**src/uart_pkg.sv**
```systemverilog
package uart_pkg;

  // --------------------------------------------------------------------------
  // Frame and command format
  // --------------------------------------------------------------------------
  localparam int CMD_WIDTH  = 16;
  localparam int DATA_WIDTH = 8;
  localparam int WRITE_BIT  = 15;  // 1 selects write, 0 read

  localparam int GAP_BITS        = 2;   // Idle bit periods between frames
  localparam int RX_TIMEOUT_BITS = 32;  // Reply start bit must arrive by then

  // --------------------------------------------------------------------------
  // Sequencer states
  // --------------------------------------------------------------------------
  typedef enum logic [3:0] {
    IDLE,
    RW_JUDGE,
    W_HIGH_BYTE,
    W_DELAY,
    W_LOW_BYTE,
    R_CMD_BYTE,
    R_DELAY,
    R_WAIT_DATA,
    SEND_READ_DATA
  } seq_state_t;

endpackage

```
**src/cmd_sequencer.sv**
```systemverilog
module cmd_sequencer
  import uart_pkg::*;
#(
  parameter int CLKS_PER_BIT = 434
) (
  input  logic                  clk,
  input  logic                  rst_n,
  input  logic [CMD_WIDTH-1:0]  cmd_in,
  input  logic                  cmd_vld,
  output logic                  cmd_rdy,
  output logic                  tx_start,
  output logic [DATA_WIDTH-1:0] tx_data,
  input  logic                  tx_busy,
  input  logic [DATA_WIDTH-1:0] rx_data,
  input  logic                  rx_valid,
  input  logic                  rx_err,
  input  logic                  rx_start_seen,
  output logic [DATA_WIDTH-1:0] read_data,
  output logic                  read_rdy,
  output logic                  read_err
);

  localparam int GAP_CYC = GAP_BITS * CLKS_PER_BIT;
  localparam int TMO_CYC = RX_TIMEOUT_BITS * CLKS_PER_BIT;
  localparam int TMR_W   = $clog2(TMO_CYC + 1);

  seq_state_t           state;
  seq_state_t           state_nxt;
  logic [CMD_WIDTH-1:0] cmd_buf;
  logic [TMR_W-1:0]     timer;     // Shared by gap and reply timeout
  logic                 start_seen;
  logic                 gap_done;
  logic                 tmo_done;

  assign gap_done = (timer == TMR_W'(GAP_CYC - 1));
  assign tmo_done = !start_seen && !rx_start_seen && (timer == TMR_W'(TMO_CYC - 1));

  // --------------------------------------------------------------------------
  // State machine
  // --------------------------------------------------------------------------
  always_ff @(posedge clk or negedge rst_n) begin
    if (!rst_n) state <= IDLE;
    else state <= state_nxt;
  end

  always_comb begin
    state_nxt = state;
    case (state)
      IDLE:        if (cmd_vld) state_nxt = RW_JUDGE;
      RW_JUDGE:    state_nxt = cmd_buf[WRITE_BIT] ? W_HIGH_BYTE : R_CMD_BYTE;
      W_HIGH_BYTE: if (!tx_busy) state_nxt = W_DELAY;
      W_DELAY:     if (gap_done) state_nxt = W_LOW_BYTE;
      W_LOW_BYTE:  if (!tx_busy) state_nxt = IDLE;
      R_CMD_BYTE:  if (!tx_busy) state_nxt = R_DELAY;
      R_DELAY:     if (gap_done) state_nxt = R_WAIT_DATA;
      R_WAIT_DATA: begin
        if (start_seen) begin
          if (rx_valid) state_nxt = SEND_READ_DATA;
          else if (rx_err) state_nxt = IDLE;
        end else if (tmo_done) begin
          state_nxt = IDLE;
        end
      end
      SEND_READ_DATA: state_nxt = IDLE;
      default:        state_nxt = IDLE;
    endcase
  end

  // Gap and timeout counter, restarts on every state change
  always_ff @(posedge clk or negedge rst_n) begin
    if (!rst_n) begin
      timer      <= '0;
      start_seen <= 1'b0;
    end else begin
      if (state_nxt != state)
        timer <= '0;
      else if ((state == W_DELAY) || (state == R_DELAY) ||
               ((state == R_WAIT_DATA) && !start_seen))
        timer <= timer + 1'b1;

      if (state != R_WAIT_DATA) start_seen <= 1'b0;
      else if (rx_start_seen) start_seen <= 1'b1;  // Stops the timeout
    end
  end

  // --------------------------------------------------------------------------
  // Command and reply data
  // --------------------------------------------------------------------------
  always_ff @(posedge clk) begin
    if ((state == IDLE) && cmd_vld) cmd_buf <= cmd_in;
    if ((state == R_WAIT_DATA) && start_seen && rx_valid) read_data <= rx_data;
  end

  assign cmd_rdy  = (state == IDLE);
  assign tx_start = (state == RW_JUDGE) || ((state == W_DELAY) && gap_done);
  assign tx_data  = (state == RW_JUDGE) ? cmd_buf[CMD_WIDTH-1:DATA_WIDTH]
                                        : cmd_buf[DATA_WIDTH-1:0];
  assign read_rdy = (state == SEND_READ_DATA);
  assign read_err = (state == R_WAIT_DATA) && ((start_seen && rx_err) || tmo_done);

endmodule

```
**src/uart.sv**
```systemverilog
module uart
  import uart_pkg::*;
#(
  parameter int CLKS_PER_BIT = 434
) (
  input  logic                  clk,
  input  logic                  rst_n,
  input  logic [CMD_WIDTH-1:0]  cmd_in,
  input  logic                  cmd_vld,
  input  logic                  rx,
  output logic                  tx,
  output logic                  read_rdy,
  output logic [DATA_WIDTH-1:0] read_data,
  output logic                  cmd_rdy,
  output logic                  read_err
);

  logic                  tx_start;
  logic [DATA_WIDTH-1:0] tx_data;
  logic                  tx_busy;
  logic [DATA_WIDTH-1:0] rx_data;
  logic                  rx_valid;
  logic                  rx_err;
  logic                  rx_start_seen;

  uart_rx #(.CLKS_PER_BIT(CLKS_PER_BIT)) u_rx (
    .clk           (clk),
    .rst_n         (rst_n),
    .rx            (rx),
    .rx_data       (rx_data),
    .rx_valid      (rx_valid),
    .rx_err        (rx_err),
    .rx_start_seen (rx_start_seen)
  );

  cmd_sequencer #(.CLKS_PER_BIT(CLKS_PER_BIT)) u_seq (
    .clk           (clk),
    .rst_n         (rst_n),
    .cmd_in        (cmd_in),
    .cmd_vld       (cmd_vld),
    .cmd_rdy       (cmd_rdy),
    .tx_start      (tx_start),
    .tx_data       (tx_data),
    .tx_busy       (tx_busy),
    .rx_data       (rx_data),
    .rx_valid      (rx_valid),
    .rx_err        (rx_err),
    .rx_start_seen (rx_start_seen),
    .read_data     (read_data),
    .read_rdy      (read_rdy),
    .read_err      (read_err)
  );

  uart_tx #(.CLKS_PER_BIT(CLKS_PER_BIT)) u_tx (
    .clk      (clk),
    .rst_n    (rst_n),
    .tx_start (tx_start),
    .tx_data  (tx_data),
    .tx       (tx),
    .tx_busy  (tx_busy)
  );

endmodule

```
**src/uart_rx.sv**
```systemverilog
module uart_rx
  import uart_pkg::*;
#(
  parameter int CLKS_PER_BIT = 434
) (
  input  logic                  clk,
  input  logic                  rst_n,
  input  logic                  rx,
  output logic [DATA_WIDTH-1:0] rx_data,
  output logic                  rx_valid,
  output logic                  rx_err,
  output logic                  rx_start_seen
);

  localparam int CNT_W = (CLKS_PER_BIT > 1) ? $clog2(CLKS_PER_BIT) : 1;
  localparam logic [3:0] PAR_IDX  = 4'(DATA_WIDTH + 1);
  localparam logic [3:0] STOP_IDX = 4'(DATA_WIDTH + 2);

  logic                  rx_meta;
  logic                  rx_sync;
  logic                  rx_prev;
  logic                  busy;
  logic [CNT_W-1:0]      os_cnt;
  logic [3:0]            bit_idx;   // 0 start, then data, parity, stop
  logic [DATA_WIDTH-1:0] data_sr;
  logic                  par_bit;
  logic                  half_pt;
  logic                  bit_end;

  assign half_pt = (os_cnt == CNT_W'(CLKS_PER_BIT / 2 - 1));
  assign bit_end = (os_cnt == CNT_W'(CLKS_PER_BIT - 1));
  assign rx_data = data_sr;

  always_ff @(posedge clk or negedge rst_n) begin
    if (!rst_n) begin
      rx_meta <= 1'b1;
      rx_sync <= 1'b1;
      rx_prev <= 1'b1;
    end else begin
      rx_meta <= rx;
      rx_sync <= rx_meta;
      rx_prev <= rx_sync;  // For falling edge detect
    end
  end

  always_ff @(posedge clk or negedge rst_n) begin
    if (!rst_n) begin
      busy          <= 1'b0;
      os_cnt        <= '0;
      bit_idx       <= '0;
      rx_valid      <= 1'b0;
      rx_err        <= 1'b0;
      rx_start_seen <= 1'b0;
    end else begin
      rx_valid      <= 1'b0;
      rx_err        <= 1'b0;
      rx_start_seen <= 1'b0;
      if (!busy) begin
        os_cnt  <= '0;
        bit_idx <= '0;
        if (rx_prev && !rx_sync) busy <= 1'b1;
      end else if (bit_idx == 4'd0) begin
        if (half_pt) begin
          os_cnt <= '0;
          if (!rx_sync) begin
            rx_start_seen <= 1'b1;
            bit_idx       <= 4'd1;
          end else begin
            busy <= 1'b0;  // Glitch, back to idle
          end
        end else begin
          os_cnt <= os_cnt + 1'b1;
        end
      end else if (bit_end) begin
        os_cnt  <= '0;
        bit_idx <= bit_idx + 1'b1;
        if (bit_idx == STOP_IDX) begin
          busy <= 1'b0;
          if (rx_sync && (par_bit == ^data_sr)) rx_valid <= 1'b1;
          else rx_err <= 1'b1;
        end
      end else begin
        os_cnt <= os_cnt + 1'b1;
      end
    end
  end

  // Sampled payload
  always_ff @(posedge clk) begin
    if (busy && bit_end && (bit_idx != 4'd0) && (bit_idx < PAR_IDX))
      data_sr <= {rx_sync, data_sr[DATA_WIDTH-1:1]};  // LSB arrives first
    if (busy && bit_end && (bit_idx == PAR_IDX))
      par_bit <= rx_sync;
  end

endmodule

```
**src/uart_tx.sv**
```systemverilog
module uart_tx
  import uart_pkg::*;
#(
  parameter int CLKS_PER_BIT = 434
) (
  input  logic                  clk,
  input  logic                  rst_n,
  input  logic                  tx_start,
  input  logic [DATA_WIDTH-1:0] tx_data,
  output logic                  tx,
  output logic                  tx_busy
);

  localparam int CNT_W   = (CLKS_PER_BIT > 1) ? $clog2(CLKS_PER_BIT) : 1;
  localparam int FRAME_W = DATA_WIDTH + 3;  // Start, data, parity, stop

  logic [FRAME_W-1:0] frame;
  logic [CNT_W-1:0]   clk_cnt;
  logic [3:0]         bit_idx;
  logic               bit_end;

  assign bit_end = (clk_cnt == CNT_W'(CLKS_PER_BIT - 1));

  // --------------------------------------------------------------------------
  // Bit timing and line driver
  // --------------------------------------------------------------------------
  always_ff @(posedge clk or negedge rst_n) begin
    if (!rst_n) begin
      tx      <= 1'b1;
      tx_busy <= 1'b0;
      clk_cnt <= '0;
      bit_idx <= '0;
    end else if (!tx_busy) begin
      clk_cnt <= '0;
      bit_idx <= '0;
      if (tx_start) begin
        tx      <= 1'b0;  // Start bit
        tx_busy <= 1'b1;
      end
    end else if (bit_end) begin
      clk_cnt <= '0;
      if (bit_idx == 4'(FRAME_W - 1)) begin
        tx      <= 1'b1;  // Stop bit done
        tx_busy <= 1'b0;
      end else begin
        bit_idx <= bit_idx + 1'b1;
        tx      <= frame[1];
      end
    end else begin
      clk_cnt <= clk_cnt + 1'b1;
    end
  end

  // Frame shift register
  always_ff @(posedge clk) begin
    if (tx_start && !tx_busy)
      frame <= {1'b1, ^tx_data, tx_data, 1'b0};  // Even parity
    else if (tx_busy && bit_end)
      frame <= frame >> 1;
  end

endmodule
```
**config.mk**
```make
export PLATFORM = sky130hd
export DESIGN_NAME = uart
export DESIGN_NICKNAME = d
export VERILOG_FILES = /design/src/uart_pkg.sv /design/src/cmd_sequencer.sv /design/src/uart.sv /design/src/uart_rx.sv /design/src/uart_tx.sv
export SDC_FILE = /design/constraint.sdc
export NUM_CORES = 1
export LEC_CHECK = 0
export BUFFER_PORTS_ARGS = -buffer_cell sky130_fd_sc_hd__buf_2
export CORE_UTILIZATION = 30
export CTS_BUF_LIST = sky130_fd_sc_hd__clkbuf_8
export DETAILED_ROUTE_END_ITERATION = 12
export GPL_ROUTABILITY_DRIVEN = 0
export GPL_TIMING_DRIVEN = 0
export HOLD_SLACK_MARGIN = 0.06
export PLACE_DENSITY = 0.51
export SETUP_SLACK_MARGIN = 0.5
export SYNTH_ARGS = -nofsm -noshare
export SYNTH_HDL_FRONTEND = slang
export SYNTH_HIERARCHICAL = 1
export SYNTH_SLANG_ARGS = --single-unit
```
**constraint.sdc**
```tcl
create_clock -name clk -period 7.65 [get_ports clk]
set_clock_uncertainty 0.2 [all_clocks]
set_input_delay 1.1475 -clock clk [delete_from_list [all_inputs] [get_ports clk]]
set_output_delay 1.1475 -clock clk [all_outputs]
set_load 0.02 [all_outputs]
```
## Yosys cells after proc, flatten, opt, wreduce, memory -nomap -nowiden

Cells that the tools add are included.

- Flip-flop bits (word level): 98
- Output and inout bits: 12

- Add/sub/neg operators: 5
- Magnitude comparators: 1
- Equal/unequal tests: 24
- Muxes and demuxes: 61
- Reductions and logical operators: 37

Operators by type and width:

| operator | count |
|---|---|
| $mux W4 | 18 |
| $mux W9 | 6 |
| $pmux W4 S8 | 1 |
| $mux W1 | 30 |
| $mux W14 | 2 |
| $mux W10 | 2 |
| $add A9 B1 Y9 const B | 2 |
| $eq A9 B9 Y1 const B | 2 |
| $logic_and A1 B1 Y1 | 17 |
| $eq A4 B3 Y1 const B | 4 |
| $eq A4 B4 Y1 const B | 4 |
| $reduce_xor A8 Y1 | 2 |
| $add A14 B1 Y14 const B | 1 |
| $eq A14 B10 Y1 const B | 1 |
| $eq A14 B14 Y1 const B | 1 |
| $eq A9 B8 Y1 const B | 1 |
| $ne A3 B3 Y1 const B | 3 |
| $add A4 B1 Y4 const B | 2 |
| $eq A4 B2 Y1 const B | 2 |
| $logic_not A4 Y1 | 2 |
| $mux W8 | 1 |
| $reduce_bool A2 Y1 | 4 |
| $eq A4 B1 Y1 const B | 1 |
| $logic_not A1 Y1 | 4 |
| 10 further kinds | 15 |

## Longest topological paths before layout

Gate-level depths: netlist (run 1).

- Depth after elaboration: 8
- Mapped depth: 10
- Gate-level depth less buffers: 8

## Hierarchy

Netlist (run 1), hierarchy kept.

By module, submodules not included:

| module | times used | cells an instance | area each (um^2) | sequential area each (um^2) |
|---|---|---|---|---|
| cmd_sequencer | 1 | 172 | 2142.1 | 1196.1 |
| uart_rx | 1 | 118 | 1413.9 | 774.5 |
| uart_tx | 1 | 109 | 1246.2 | 666.9 |

## Worst setup path after synthesis (run 1)

No wires, ideal clock.

- Kind: register -> output
- From: register u_seq.start_seen
- To: output port read_err
- Arrival: 1.482 ns
- Required time: 6.303 ns
- Slack: 4.821 ns
- Cell stages (with the launch flop): 5
- Buffers on the path: 0
- Path through: dfrtp_1 > or4bb_1 > nor4b_2 > a21oi_1 > nor2_1

- Cells in the longest elaborated chain, start to end: 5

Ends and longest elaborated chain:

| item | line | source |
|---|---|---|
| start, declared | cmd_sequencer.sv:31 | `logic start_seen;` |
| start signal, assigned | cmd_sequencer.sv:73 | `start_seen <= 1'b0;` |
| start signal, assigned | cmd_sequencer.sv:81 | `if (state != R_WAIT_DATA) start_seen <= 1'b0;` |
| start signal, assigned | cmd_sequencer.sv:82 | `else if (rx_start_seen) start_seen <= 1'b1;` |
| $logic_not A1 Y1 | cmd_sequencer.sv:36 | `assign tmo_done = !start_seen && !rx_start_seen && (timer == TMR_W'(TMO_CYC - 1));` |
| $logic_and A1 B1 Y1 (2 in a row) | cmd_sequencer.sv:36 |  |
| $logic_or A1 B1 Y1 (*) | cmd_sequencer.sv:99 | `assign read_err = (state == R_WAIT_DATA) && ((start_seen && rx_err) \|\| tmo_done);` |
| $logic_and A1 B1 Y1 (*) | cmd_sequencer.sv:99 |  |
| end, declared | uart.sv:15 | `output logic read_err` |

Every way passes the cells marked *; elsewhere a longest branch is shown, timed or not.

## Worst setup path after layout (run 1)

- From: register u_seq.timer[0]
- To: output port read_err

- Cells in the longest elaborated chain, start to end: 4

Ends and longest elaborated chain:

| item | line | source |
|---|---|---|
| start, declared | cmd_sequencer.sv:30 | `logic [TMR_W-1:0] timer;` |
| start signal, assigned | cmd_sequencer.sv:79 | `timer <= timer + 1'b1;` |
| $eq A14 B14 Y1 | cmd_sequencer.sv:36 |  |
| $logic_and A1 B1 Y1 | cmd_sequencer.sv:36 |  |
| $logic_or A1 B1 Y1 | cmd_sequencer.sv:99 |  |
| $logic_and A1 B1 Y1 | cmd_sequencer.sv:99 |  |

Every way passes these cells.

==> metrics.md, run 1 <==
| Metric | Value |
|---|---|
| Status | `completed` |
| WL/cell | `13.8 um` |
| Initial core utilization | `31.1%` |
| Global route overflow | `0` |
| All-Layer GR Usage | `12.0%` |
| Critical Path Fanout Max | `4` |
| Slowest stage cell, crit path | `dfrtp_1` |
| Seq cells post-synth | `97` |
| Layout area overhead | `13.0%` |
| Clock root buffer master | `clkbuf_8` |
| Synth Cell Area | `4800 sq um` |
| Synth async-reset ratio | `55.7%` |
| Syn_nets | `432` |
| Number of port buffers | `31` |
| Area leader, netlist | `edfxtp_1` |
| Max VDD drop | `0.000114 V` |
| N_diodes | `0` |
| CTS hold repair buffers | `0` |
| Nets | `474` |
| Unique masters post-synth | `71` |
| Unrepaired setup endpoints after global routing | `false` |
| Die Wd | `129 um` |
| Most used DFF post-synth | `dfrtp_1` |
| Sequential area share after synthesis | `54.9%` |
| Crit path kind | `flip-flop to output pin` |
| Synth warn | `6` |
| Num CTS Buffers | `9` |
| Critical Path Source Type | `flip-flop` |
| Post-CTS setup buffer count | `0` |
| Worst-Margin Slew | `1.20 ns` |
| Hold path start | `u_rx/rx_meta` |
| Reg2reg start | `u_seq/state[0]` |
| Die height | `129 um` |
| Leading cell type by number of instances after synthesis | `dfrtp_1` |
| Fin area | `5430 sq um` |
| Synth top area share | `26.3%` |
| Max cap viols | `0` |
| Multi-input gate area | `2030 sq um` |
| Met1 wire length | `4500 um` |
| Layout cells sized above 1 | `23.3%` |
| Post-synth top cells | `dfrtp_1, edfxtp_1, nor2_1` |
| Via count | `3064` |
| Mapped Avg Cell Area | `12.0 sq um` |
| DRC violations left | `0` |
| Post-DP HPWL | `6330 um` |
| Clock sinks | `97` |
| Metal2 WL | `4120 um` |
| Routed Wire Length | `9080 um` |
| Clock buffer depth | `2` |
| CP cell instances | `ha_1 -> nor3b_1 -> nor4b_2 -> a21oi_1 -> nor2_1 -> buf_2` |
| Minimum clock period | `3.29 ns` |
| CTS tree | `done` |
| CTS resizes | `0` |
| Detail Route met3 WL | `360 um` |
| Fill count | `1548` |
| Largest net degree at the start of global routing | `55` |
| Fmax | `304 MHz` |
| Setup TNS | `0 ns` |
| Final Max Slew Viols | `0` |
| Drt via density | `4.66` |
| Die Area | `16500 sq um` |
| Fin crit share | `43.0%` |
| Iter 0 DRT Violations | `134` |
| Initial antenna violation count | `0` |
| Number of synthesized flops with an enable pin | `42` |
| Post-Syn Instances | `399` |
| ANT nets after route | `0` |
| Leakage power | `2.14 nW` |
| H-tree depth | `3` |
| DR top layer | `met4` |
| Slowest stage delay, CP | `0.42 ns` |
| Slew HR | `19.8%` |
| Final Setup Violations | `0` |
| Worst R2R Path Depth | `9` |
| CORE AREA | `15400 sq um` |
| Pwr Density | `240 nW/um^2` |
| Top cells by area, synth | `edfxtp_1, dfrtp_1, xnor2_1` |
| First-pass GRT wire length | `15700 um` |
| Endpoint type of the worst setup path | `output pin` |
| Worst-Skew Late Latency | `0.37 ns` |
| Critical path depth | `6` |
| Dpl cell area | `5220 sq um` |
| Row Count | `45` |
| Reg area | `2640 sq um` |
| Worst EP arrival | `1.94 ns` |
| Hold crit path type | `flip-flop to flip-flop` |
| Top Family by Delay on Critical Path | `simple AND/OR/NAND/NOR gates` |
| Drt first pass iters | `4` |
| Worst setup startpoint | `u_seq/timer[0]` |
| Buf+Inv Stages, Crit Path | `1` |
| Req. time, crit path | `6.30 ns` |
| Top-Level Pins | `32` |
| Final hold vios | `0` |
| Clock Pin Slew Worst Setup and Hold Paths | `0.10 ns` |
| Number of global-route vias before repair | `3182` |
| Hold Path Stages | `0` |
-- sequential cells by signal, indices dropped and copies added, names as in the netlist --
| name | cells |
|---|---|
| u_seq/state | 4 |
| u_rx/rx_sync | 1 |
| u_tx/tx_busy | 1 |
| u_rx/rx_data | 8 |
| u_rx/rx_prev | 1 |
| u_tx/clk_cnt | 9 |
| u_rx/rx_err | 1 |
| u_rx/os_cnt | 9 |
| u_rx/rx_valid | 1 |
| u_seq/read_data | 8 |
| u_rx/rx_start_seen | 1 |
| u_seq/start_seen | 1 |
| u_rx/bit_idx | 4 |
| u_seq/timer | 14 |
| u_tx/frame | 10 |
| u_rx/par_bit | 1 |
| u_tx/tx | 1 |
| u_rx/rx_meta | 1 |
| u_seq/cmd_buf | 16 |
| u_tx/bit_idx | 4 |
| u_rx/busy | 1 |
-- worst reg2reg max path: stages (launching register included) --
cell,delay (ns)
dfrtp_1,0.46
buf_2,0.25
nor2b_1,0.34
and2_1,0.17
buf_2,0.23
mux2_2,0.40
xnor2_1,0.21
xnor2_1,0.16
xnor2_1,0.11
a22o_2,0.23
-- cells by family after synthesis --
logic type	Yosys count	share of synthesized area, %
buffers and inverters	27	2.81
DFF	97	54.9
muxes	11	2.50
AOI/OAI and AO/OA	44	6.93
and+or+nand+nor	168	21.7
adders and majority gates	13	3.39
xor gates and xnor gates	39	7.71
-- per-stage QoR --
step / setup WS [ns] / instances / util [%] / hold slack, ns / power, mW
4_1_cts: 4.33 / 657 / 35.2 / 0.164 / 1.32
6_report: 4.36 / 657 / 35.2 / 0.162 / 1.30
3_3_place_gp: 4.64 / 641 / 33.8 / 0.147 / 0.961
3_5_place_dp: 4.64 / 641 / 33.8 / 0.149 / 0.966
2_1_floorplan: 4.82 / 399 / - / 0.145 / 0.889
5_1_grt: 4.14 / 657 / 35.2 / 0.165 / 1.38
-- cells in the final DEF (no fill, tap or decap), types with 2 or more instances in the layout --
master / count
dfrtp_1: 50
edfxtp_1: 42
nor2_1: 40
buf_2: 36
xnor2_1: 23
nand2_1: 19
inv_1: 16
nand3_1: 15
xor2_1: 14
nand4_1: 13
ha_1: 13
clkbuf_8: 10
nor3_2: 10
a21oi_1: 9
o21ai_0: 9
nor3b_1: 8
nor3_1: 8
mux2_2: 8
a22o_1: 7
and2_1: 6
nor2b_1: 5
or2_2: 4
or3_1: 4
dfstp_2: 4
nor4_1: 4
and3_2: 3
nand2b_1: 3
a211oi_1: 3
mux2i_1: 3
and4_2: 2
clkbuf_1: 2
o211ai_1: 2
nor4b_1: 2
and3_1: 2
buf_6: 2
a22o_2: 2
-- layout make-up --
| type | count | share of cell area [%] |
|---|---|---|
| Sequential cell | 97 | 48.6 |
| Multi-Input combinational cell | 275 | 37.4 |
| Buffer | 11 | 1.38 |
| Tap cell | 211 | 4.86 |
| Timing Repair Buffer | 31 | 2.90 |
| Inverter | 16 | 1.11 |
| Clock inverter | 6 | 1.22 |
| Clock buffer | 10 | 2.54 |
-- layer usage --
metal	GRT usage, %	vias up
met4	3.94	0
met1	15.6	1490
met5	0	-
met3	3.58	7
met2	19.2	36
li1	-	1531
-- final timing paths --
kind / endpoint / slack [ns]
hold reg to reg: u_rx/rx_sync / 0.16
max in group asynchronous: u_seq/timer[8] / 6.16
setup / recovery: read_err / 4.36
setup reg to reg: u_tx/frame[9] / 4.67
min in group asynchronous: u_rx/os_cnt[2] / 0.62
hold / removal: u_rx/rx_sync / 0.16
-- report_power, final --
part / internal, mW / switching [mW]
logic: 0.139 / 0.181
registers: 0.588 / 0.0456
clock network: 0.161 / 0.187
(Power assumes the default switching activity.)
==> inputs of run 2 (changes only) <==
==> constraint.sdc (replaced) <==
create_clock -name clk -period 3.27 [get_ports clk]
set_clock_uncertainty 0.2 [all_clocks]
set_input_delay 0.4905 -clock clk [delete_from_list [all_inputs] [get_ports clk]]
set_output_delay 0.4905 -clock clk [all_outputs]
set_load 0.02 [all_outputs]
==> metrics.md, run 2 (synthesized netlist as in run 1, its figures left out) <==
| Metric | Value |
|---|---|
| Slew HR | `50.2% (was 19.8%)` |
| Fmax | `366 MHz` |
| Slowest stage cell, crit path | `dfrtp_1 (unchanged)` |
| Drt first pass iters | `4 (unchanged)` |
| Num CTS Buffers | `9 (unchanged)` |
| Most frequent cells in the layout | `dfrtp_1, edfxtp_1, nor2_1 (unchanged)` |
| Worst-Skew Late Latency | `0.37 ns (about the same)` |
| Die height | `129 um (unchanged)` |
| Clock buffer depth | `2 (unchanged)` |
| Clock root buffer master | `clkbuf_8 (unchanged)` |
| Unrepaired setup endpoints after global routing | `true (was false)` |
| Post-route insts no fill | `663 (was 657)` |
| WL/cell | `13.7 um (was 13.8 um)` |
| N_diodes | `0 (unchanged)` |
| Die Wd | `129 um (unchanged)` |
| Final Setup Violations | `0 (unchanged)` |
| Largest registers | `u_seq/cmd_buf x16, u_seq/timer x14, u_tx/frame x10 (unchanged)` |
| Final Max Slew Viols | `0 (unchanged)` |
| Hold path start | `cmd_in[4] (was u_rx/rx_meta)` |
| Fin crit share | `83.6%` |
| Hold crit path type | `input pin to flip-flop (was flip-flop to flip-flop)` |
| H-tree depth | `3 (unchanged)` |
| DRC violations left | `0 (unchanged)` |
| Buf+Inv Stages, Crit Path | `2 (was 1)` |
| Initial core utilization | `31.1% (unchanged)` |
| First-pass GRT wire length | `15700 um (about the same)` |
| ANT nets after route | `0 (unchanged)` |
| Leakage power | `2.20 nW (was 2.14 nW)` |
| Worst setup startpoint | `u_seq/state[0] (was u_seq/timer[0])` |
| Commonest non-fill, non-tap cell in the layout | `dfrtp_1 (unchanged)` |
| Layout cells sized above 1 | `24.3% (was 23.3%)` |
| Minimum clock period | `2.73 ns` |
| Clock sinks | `97 (unchanged)` |
| Reg2reg start | `u_seq/state[0] (unchanged)` |
| Status | `completed (unchanged)` |
| CTS tree | `done (unchanged)` |
| Layout area overhead | `15.0% (was 13.0%)` |
| Nets | `480 (was 474)` |
| Iter 0 DRT Violations | `155 (was 134)` |
| Row Count | `45 (unchanged)` |
| Max reg flops | `16 (unchanged)` |
| Top Family by Delay on Critical Path | `XOR/XNOR gates (was simple AND/OR/NAND/NOR gates)` |
| Number of port buffers | `31 (unchanged)` |
| Top-Level Pins | `32 (unchanged)` |
| Global route overflow | `0 (unchanged)` |
| Final hold vios | `0 (unchanged)` |
| CP cell instances | `clkbuf_4 -> nor2b_4 -> and2_1 -> buf_4 -> mux2_2 -> xnor2_1 -> xnor2_1 -> xnor2_1 -> a22o_2 (was ha_1 -> nor3b_1 -> nor4b_2 -> a21oi_1 -> nor2_1 -> buf_2)` |
| Max cap viols | `0 (unchanged)` |
| Clock Pin Slew Worst Setup and Hold Paths | `0.10 ns (about the same)` |
| Critical Path Most Common Cell | `xnor2_1` |
| Pwr Density | `554 nW/um^2 (was 240 nW/um^2)` |
| Slowest stage delay, CP | `0.45 ns (was 0.42 ns)` |
| Post-DP HPWL | `6330 um (unchanged)` |
| Critical Path Fanout Max | `10 (was 4)` |
| Max VDD drop | `0.000267 V (was 0.000114 V)` |
| Via count | `3081 (was 3064)` |
| Worst-Margin Slew | `0.746 ns (was 1.20 ns)` |
| Drt via density | `4.65 (was 4.66)` |
| CORE AREA | `15400 sq um (unchanged)` |
| Setup TNS | `0 ns (unchanged)` |
| Placed Cells | `641 (unchanged)` |
| Largest register by flop count | `u_seq/cmd_buf (unchanged)` |
| Initial antenna violation count | `0 (unchanged)` |
| Critical Path Source Type | `flip-flop (unchanged)` |
| Die Area | `16500 sq um (unchanged)` |
| Crit path kind | `flip-flop to flip-flop (was flip-flop to output pin)` |
| Req. time, crit path | `3.21 ns (was 6.30 ns)` |
| All-Layer GR Usage | `12.1% (was 12.0%)` |
| Worst EP arrival | `2.67 ns (was 1.94 ns)` |
| Largest net degree at the start of global routing | `55 (unchanged)` |
| Number of global-route vias before repair | `3177 (was 3182)` |
| Endpoint type of the worst setup path | `flip-flop (was output pin)` |
| Final Core Density | `35.8% (was 35.2%)` |
| Routed Wire Length | `9110 um (was 9080 um)` |
[run 2: cell count changes in the layout (fill, tap and decap cells not counted), moves of 2 or more]
cell	delta
dlygate4sd3_1	+5
buf_2	-2
buf_4	+2
clkbuf_4	+2
[run 2: layout make-up]
class / instances / area (sq um)
inverters: 16 / 60.1
clock inverters: 6 / 66.3
plain buffers: 11 / 83.8
well taps: 211 / 264
multi-input cells: 275 / 2060
flip-flops and latches: 97 / 2640
clock buffers: 10 / 138
repair buffers: 37 / 215
fillers: 1545 / 9910
[run 2: metal layers]
metal	share of wire, %	global-route usage (%)	wire length [um]
met3	4.0	3.62	368
met1	49	15.7	4500
met5	0	0	0
met4	1.1	3.81	101
met2	45	19.2	4140
[run 2: worst register-to-register path: stages, from the launching register on]
cell and delay [ns]:
dfrtp_1 0.45, clkbuf_4 0.24, nor2b_4 0.21, and2_1 0.14, buf_4 0.18, mux2_2 0.38, xnor2_1 0.21, xnor2_1 0.16
xnor2_1 0.11, a22o_2 0.23
[run 2: per-stage QoR]
step | setup WS, ns | hold WS (ns) | total power [mW] | instance area (sq um)
3_5_place_dp | 0.261 | 0.149 | 2.26 | 5220
4_1_cts | 0.491 | 0.0602 | 3.11 | 5450
6_report | 0.535 | 0.0859 | 3.06 | 5520
5_1_grt | 0.374 | 0.0611 | 3.25 | 5520
3_3_place_gp | 0.265 | 0.147 | 2.25 | 5220
2_1_floorplan | 0.678 | -0.00509 | 2.08 | 4800
[run 2: final timing paths]
kind	end	slack [ns]	cells past startpoint
worst max-delay path	u_tx/frame[9]	0.54	9
min in group asynchronous	u_rx/os_cnt[2]	0.51	2
worst min register to register	u_rx/rx_sync	0.16	0
worst max register to register	u_tx/frame[9]	0.54	9
worst min-delay path	u_seq/cmd_buf[4]	0.09	1
max in group asynchronous	u_seq/timer[9]	1.85	2
[run 2: repair_timing]
action                                  in CTS  in global routing
endpoints found under the setup margin      20                 27
pin swaps                                    1                  0
gates cloned                                 0                  0
endpoints found under the hold margin        1                 53
hold buffers                                 1                  4
buffers inserted                             1                  0
gates resized for setup                      4                  7
[run 2: power breakdown]
part	internal [mW]	total, mW	switching (mW)
registers	1.38	1.48	0.106
clock network	0.378	0.814	0.436
logic	0.340	0.765	0.425
==> inputs of run 3 (changes only) <==
--- a/config.mk
+++ b/config.mk
@@ -5,6 +5,7 @@
 export SDC_FILE = /design/constraint.sdc
 export NUM_CORES = 1
 export LEC_CHECK = 0
+export ABC_AREA = 1
 export BUFFER_PORTS_ARGS = -buffer_cell sky130_fd_sc_hd__buf_2
 export CORE_UTILIZATION = 30
 export CTS_BUF_LIST = sky130_fd_sc_hd__clkbuf_8
@@ -12,7 +13,7 @@
 export GPL_ROUTABILITY_DRIVEN = 0
 export GPL_TIMING_DRIVEN = 0
 export HOLD_SLACK_MARGIN = 0.06
-export PLACE_DENSITY = 0.51
+export PLACE_DENSITY = 0.53
 export SETUP_SLACK_MARGIN = 0.5
 export SYNTH_ARGS = -nofsm -noshare
 export SYNTH_HDL_FRONTEND = slang
==> constraint.sdc (replaced) <==
create_clock -name clk -period 2.4 [get_ports clk]
set_clock_uncertainty 0.2 [all_clocks]
set_input_delay 0.36 -clock clk [delete_from_list [all_inputs] [get_ports clk]]
set_output_delay 0.36 -clock clk [all_outputs]
set_load 0.02 [all_outputs]
==> metrics.md, run 3 <==
| Metric | Value |
|---|---|
| Largest net degree at the start of global routing | `55 (unchanged)` |
| Clock power share | `21.8% (was 26.6%)` |
| Hold crit path type | `flip-flop to flip-flop (was input pin to flip-flop)` |
| Mapped Avg Cell Area | `9.13 sq um (was 12.0 sq um)` |
| Slowest stage cell, crit path | `dfrtp_1 (unchanged)` |
| Number of port buffers | `31 (unchanged)` |
| H-tree depth | `3 (unchanged)` |
| Layout cells sized above 1 | `34.2% (was 24.3%)` |
| Commonest non-fill, non-tap cell in the layout | `nand2_1 (was dfrtp_1)` |
| Worst-Margin Slew | `0.695 ns (was 0.746 ns)` |
| Nets | `681 (was 480)` |
| Clock Pin Slew Worst Setup and Hold Paths | `0.09 ns (was 0.10 ns)` |
| ANT nets after route | `0 (unchanged)` |
| Num CTS Buffers | `9 (unchanged)` |
| Top-Level Pins | `32 (unchanged)` |
| DRC violations left | `0 (unchanged)` |
| Top Family by Delay on Critical Path | `simple AND/OR/NAND/NOR gates (was XOR/XNOR gates)` |
| Leakage power | `3.01 nW (was 2.20 nW)` |
| Die Area | `17300 sq um (was 16500 sq um)` |
| Most used DFF post-synth | `dfrtp_1 (unchanged)` |
| Critical Path Source Type | `flip-flop (unchanged)` |
| Minimum clock period | `2.42 ns (was 2.73 ns)` |
| N_diodes | `0 (unchanged)` |
| Buf+Inv Stages, Crit Path | `4 (was 2)` |
| Max cap viols | `0 (unchanged)` |
| Critical Path Fanout Max | `5 (was 10)` |
| Number of global-route vias before repair | `3932 (was 3177)` |
| Slowest stage delay, CP | `0.37 ns (was 0.45 ns)` |
| Largest register by flop count | `u_seq/cmd_buf (unchanged)` |
| Status | `finished with violations (was completed)` |
| Crit path kind | `flip-flop to flip-flop (unchanged)` |
| Post-synth top cells | `nand2_1, inv_1, nor2_1 (was dfrtp_1, edfxtp_1, nor2_1)` |
| Failing checks | `negative setup slack` |
| Layout area overhead | `31.6% (was 15.0%)` |
| Post-Syn Instances | `551 (was 399)` |
| Global route overflow | `0 (unchanged)` |
| Endpoint type of the worst setup path | `flip-flop (unchanged)` |
| Synth async-reset ratio | `55.7% (unchanged)` |
| Iter 0 DRT Violations | `147 (was 155)` |
| Fin area | `6620 sq um (was 5520 sq um)` |
| Placed Cells | `798 (was 641)` |
| CORE AREA | `16100 sq um (was 15400 sq um)` |
| Worst-Skew Late Latency | `0.37 ns (about the same)` |
| Psw | `1.87 mW (was 0.967 mW)` |
| Max reg flops | `16 (unchanged)` |
| Synth warn | `6 (unchanged)` |
| Initial antenna violation count | `0 (unchanged)` |
| Synth top area share | `25.1% (was 26.3%)` |
| Internal Power | `3.49 mW (was 2.09 mW)` |
| Seq cells post-synth | `97 (unchanged)` |
| Setup TNS | `-0.0218 ns (was 0 ns)` |
| Leading cell type by number of instances after synthesis | `nand2_1 (was dfrtp_1)` |
| Clock sinks | `97 (unchanged)` |
| Slew HR | `53.6% (was 50.2%)` |
| Clock buffer depth | `2 (unchanged)` |
| CP cell instances | `ha_2 -> buf_6 -> inv_4 -> nor2_4 -> nand2_1 -> nor2_2 -> nand2_2 -> nand2_2 -> buf_4 -> nand2_2 -> o21ai_1 -> nand2_1 -> nor2_4 -> nand2_4 -> buf_8 -> nor2_4 (was clkbuf_4 -> nor2b_4 -> and2_1 -> buf_4 -> mux2_2 -> xnor2_1 -> xnor2_1 -> xnor2_1 -> a22o_2)` |
| Largest registers | `u_seq/cmd_buf x16, u_seq/timer x14, u_tx/frame x10 (unchanged)` |
| First-pass GRT wire length | `17800 um (was 15700 um)` |
| Unrepaired setup endpoints after global routing | `true (unchanged)` |
| Comb pwr share | `40.8% (was 25.0%)` |
| Die Wd | `131 um (was 129 um)` |
| Drt via density | `4.45 (was 4.65)` |
| Area leader, netlist | `edfxtp_1 (unchanged)` |
| Final hold vios | `0 (unchanged)` |
| Fmax | `414 MHz (was 366 MHz)` |
| Post-Place Worst Slack | `0.142 ns (was 0.261 ns)` |
| Post-DP HPWL | `6800 um (was 6330 um)` |
| Drt first pass iters | `6 (was 4)` |
| Clock root buffer master | `clkbuf_8 (unchanged)` |
| Initial core utilization | `31.2% (was 31.1%)` |
| Top cells by area, synth | `edfxtp_1, dfrtp_1, nand2_1 (was edfxtp_1, dfrtp_1, xnor2_1)` |
| Sequential area share after synthesis | `52.5% (was 54.9%)` |
| Max VDD drop | `0.000357 V (was 0.000267 V)` |
| Net Sw Frac | `34.9% (was 31.6%)` |
| Number of synthesized flops with an enable pin | `42 (unchanged)` |
| Fin crit share | `101% (was 83.6%)` |
| Req. time, crit path | `2.51 ns (was 3.21 ns)` |
| Fill count | `1578 (was 1545)` |
| CTS tree | `done (unchanged)` |
| Most frequent cells in the layout | `nand2_1, inv_1, nor2_1 (was dfrtp_1, edfxtp_1, nor2_1)` |
| Post-route insts no fill | `869 (was 663)` |
| Unique masters post-synth | `42 (was 71)` |
| Worst EP arrival | `2.53 ns (was 2.67 ns)` |
| Reg power frac | `37.4% (was 48.4%)` |
| Routed Wire Length | `10600 um (was 9110 um)` |
| Setup ws final | `-0.0158 ns (was 0.535 ns)` |
| Pwr Density | `810 nW/um^2 (was 554 nW/um^2)` |
| All-Layer GR Usage | `12.7% (was 12.1%)` |
| Final Setup Violations | `2 (was 0)` |
| Final Max Slew Viols | `0 (unchanged)` |
| Synth Cell Area | `5030 sq um (was 4800 sq um)` |
| Die height | `131 um (was 129 um)` |
| Dpl cell area | `5500 sq um (was 5220 sq um)` |
| Row Count | `46 (was 45)` |
| Syn_nets | `584 (was 432)` |
| WL/cell | `12.2 um (was 13.7 um)` |
| Via count | `3870 (was 3081)` |
-- run 3: cell count changes in the layout (fill, tap and decap cells not counted), sizes merged, moves of 9 or more --
| cell | delta |
|---|---|
| o21ai | +9 |
| xnor2 | -16 |
| nor2 | +40 |
| buf | +32 |
| nand3 | +21 |
| a22o | -10 |
| dlygate4sd3 | +13 |
| inv | +63 |
| nand2 | +131 |
-- run 3: per-layer routing --
layer,vias to the layer above,global-route usage [%],routed length [um]
met3,14,2.97,295
met2,46,21.7,5360
met1,1856,15.5,4750
met5,-,0,0
li1,1954,-,-
met4,0,4.91,178
-- run 3: repair_timing --
action	CTS	global route
hold endpoints to repair	17	50
pin swaps	12	31
cloned	3	0
hold buffers	17	1
setup endpoints to repair	53	78
gates resized for setup	57	63
buffers inserted	25	9
-- run 3: cell families (layout without fill, tap and decap cells) --
group | Yosys count | in the layout | share of synthesized area (%)
AO/OA/AOI/OAI | 33 | 33 | 4.38
buffers and inverters | 83 | 184 | 6.77
XOR/XNOR | 23 | 23 | 4.01
multiplexers | 7 | 7 | 1.57
flip-flops | 97 | 97 | 52.5
AND/OR/NAND/NOR | 295 | 296 | 27.6
adder cells (fa/ha/maj) | 13 | 13 | 3.23
-- run 3: area by class of cell --
cell class	instances	area, sq um	area share, %
clock buffers	10	138	2.08
well taps	216	270	4.08
clock inverters	6	78.8	1.19
repair buffers	85	706	10.7
inverters	78	304	4.59
flip-flops and latches	97	2640	39.9
plain buffers	5	63.8	0.964
multi-input cells	372	2420	36.5
-- run 3: final timing paths --
path | startpoint | endpoint | slack (ns) | cells after the start
max | u_seq/timer[0] | u_seq/timer[10] | -0.02 | 16
min | u_rx/rx_meta | u_rx/rx_sync | 0.17 | 0
max reg2reg | u_seq/timer[0] | u_seq/timer[10] | -0.02 | 16
min reg2reg | u_rx/rx_meta | u_rx/rx_sync | 0.17 | 0
max in group asynchronous | rst_n | u_seq/state[0] | 1.11 | 2
min in group asynchronous | rst_n | u_rx/os_cnt[2] | 0.37 | 2
-- run 3: metrics by stage --
stage / util (%) / hold WS [ns] / total power [mW]
floorplan: - / -0.136 / 3.02
global placement: 34.1 / 0.146 / 3.26
detailed placement: 34.1 / 0.153 / 3.28
CTS: 39.2 / 0.0799 / 5.03
global route: 41.1 / 0.171 / 5.67
finish: 41.1 / 0.166 / 5.36
-- run 3: worst reg2reg max path, cell delays in order (launching register included) --
cell and delay, ns:
dfrtp_1 0.37, ha_2 0.20, buf_6 0.11, inv_4 0.03, nor2_4 0.08, nand2_1 0.06
nor2_2 0.15, nand2_2 0.08, nand2_2 0.09, buf_4 0.13, nand2_2 0.05, o21ai_1 0.17
nand2_1 0.13, nor2_4 0.12, nand2_4 0.09, buf_8 0.17, nor2_4 0.10
-- run 3: power by group through the flow --
stage	Combinational [mW]	Clock [mW]	Sequential [mW]
2_1_floorplan	1.01	0	2.00
3_3_place_gp	1.24	0	2.03
3_5_place_dp	1.26	0	2.03
4_1_cts	1.81	1.22	2.00
5_1_grt	2.36	1.28	2.02
6_report	2.19	1.17	2.01
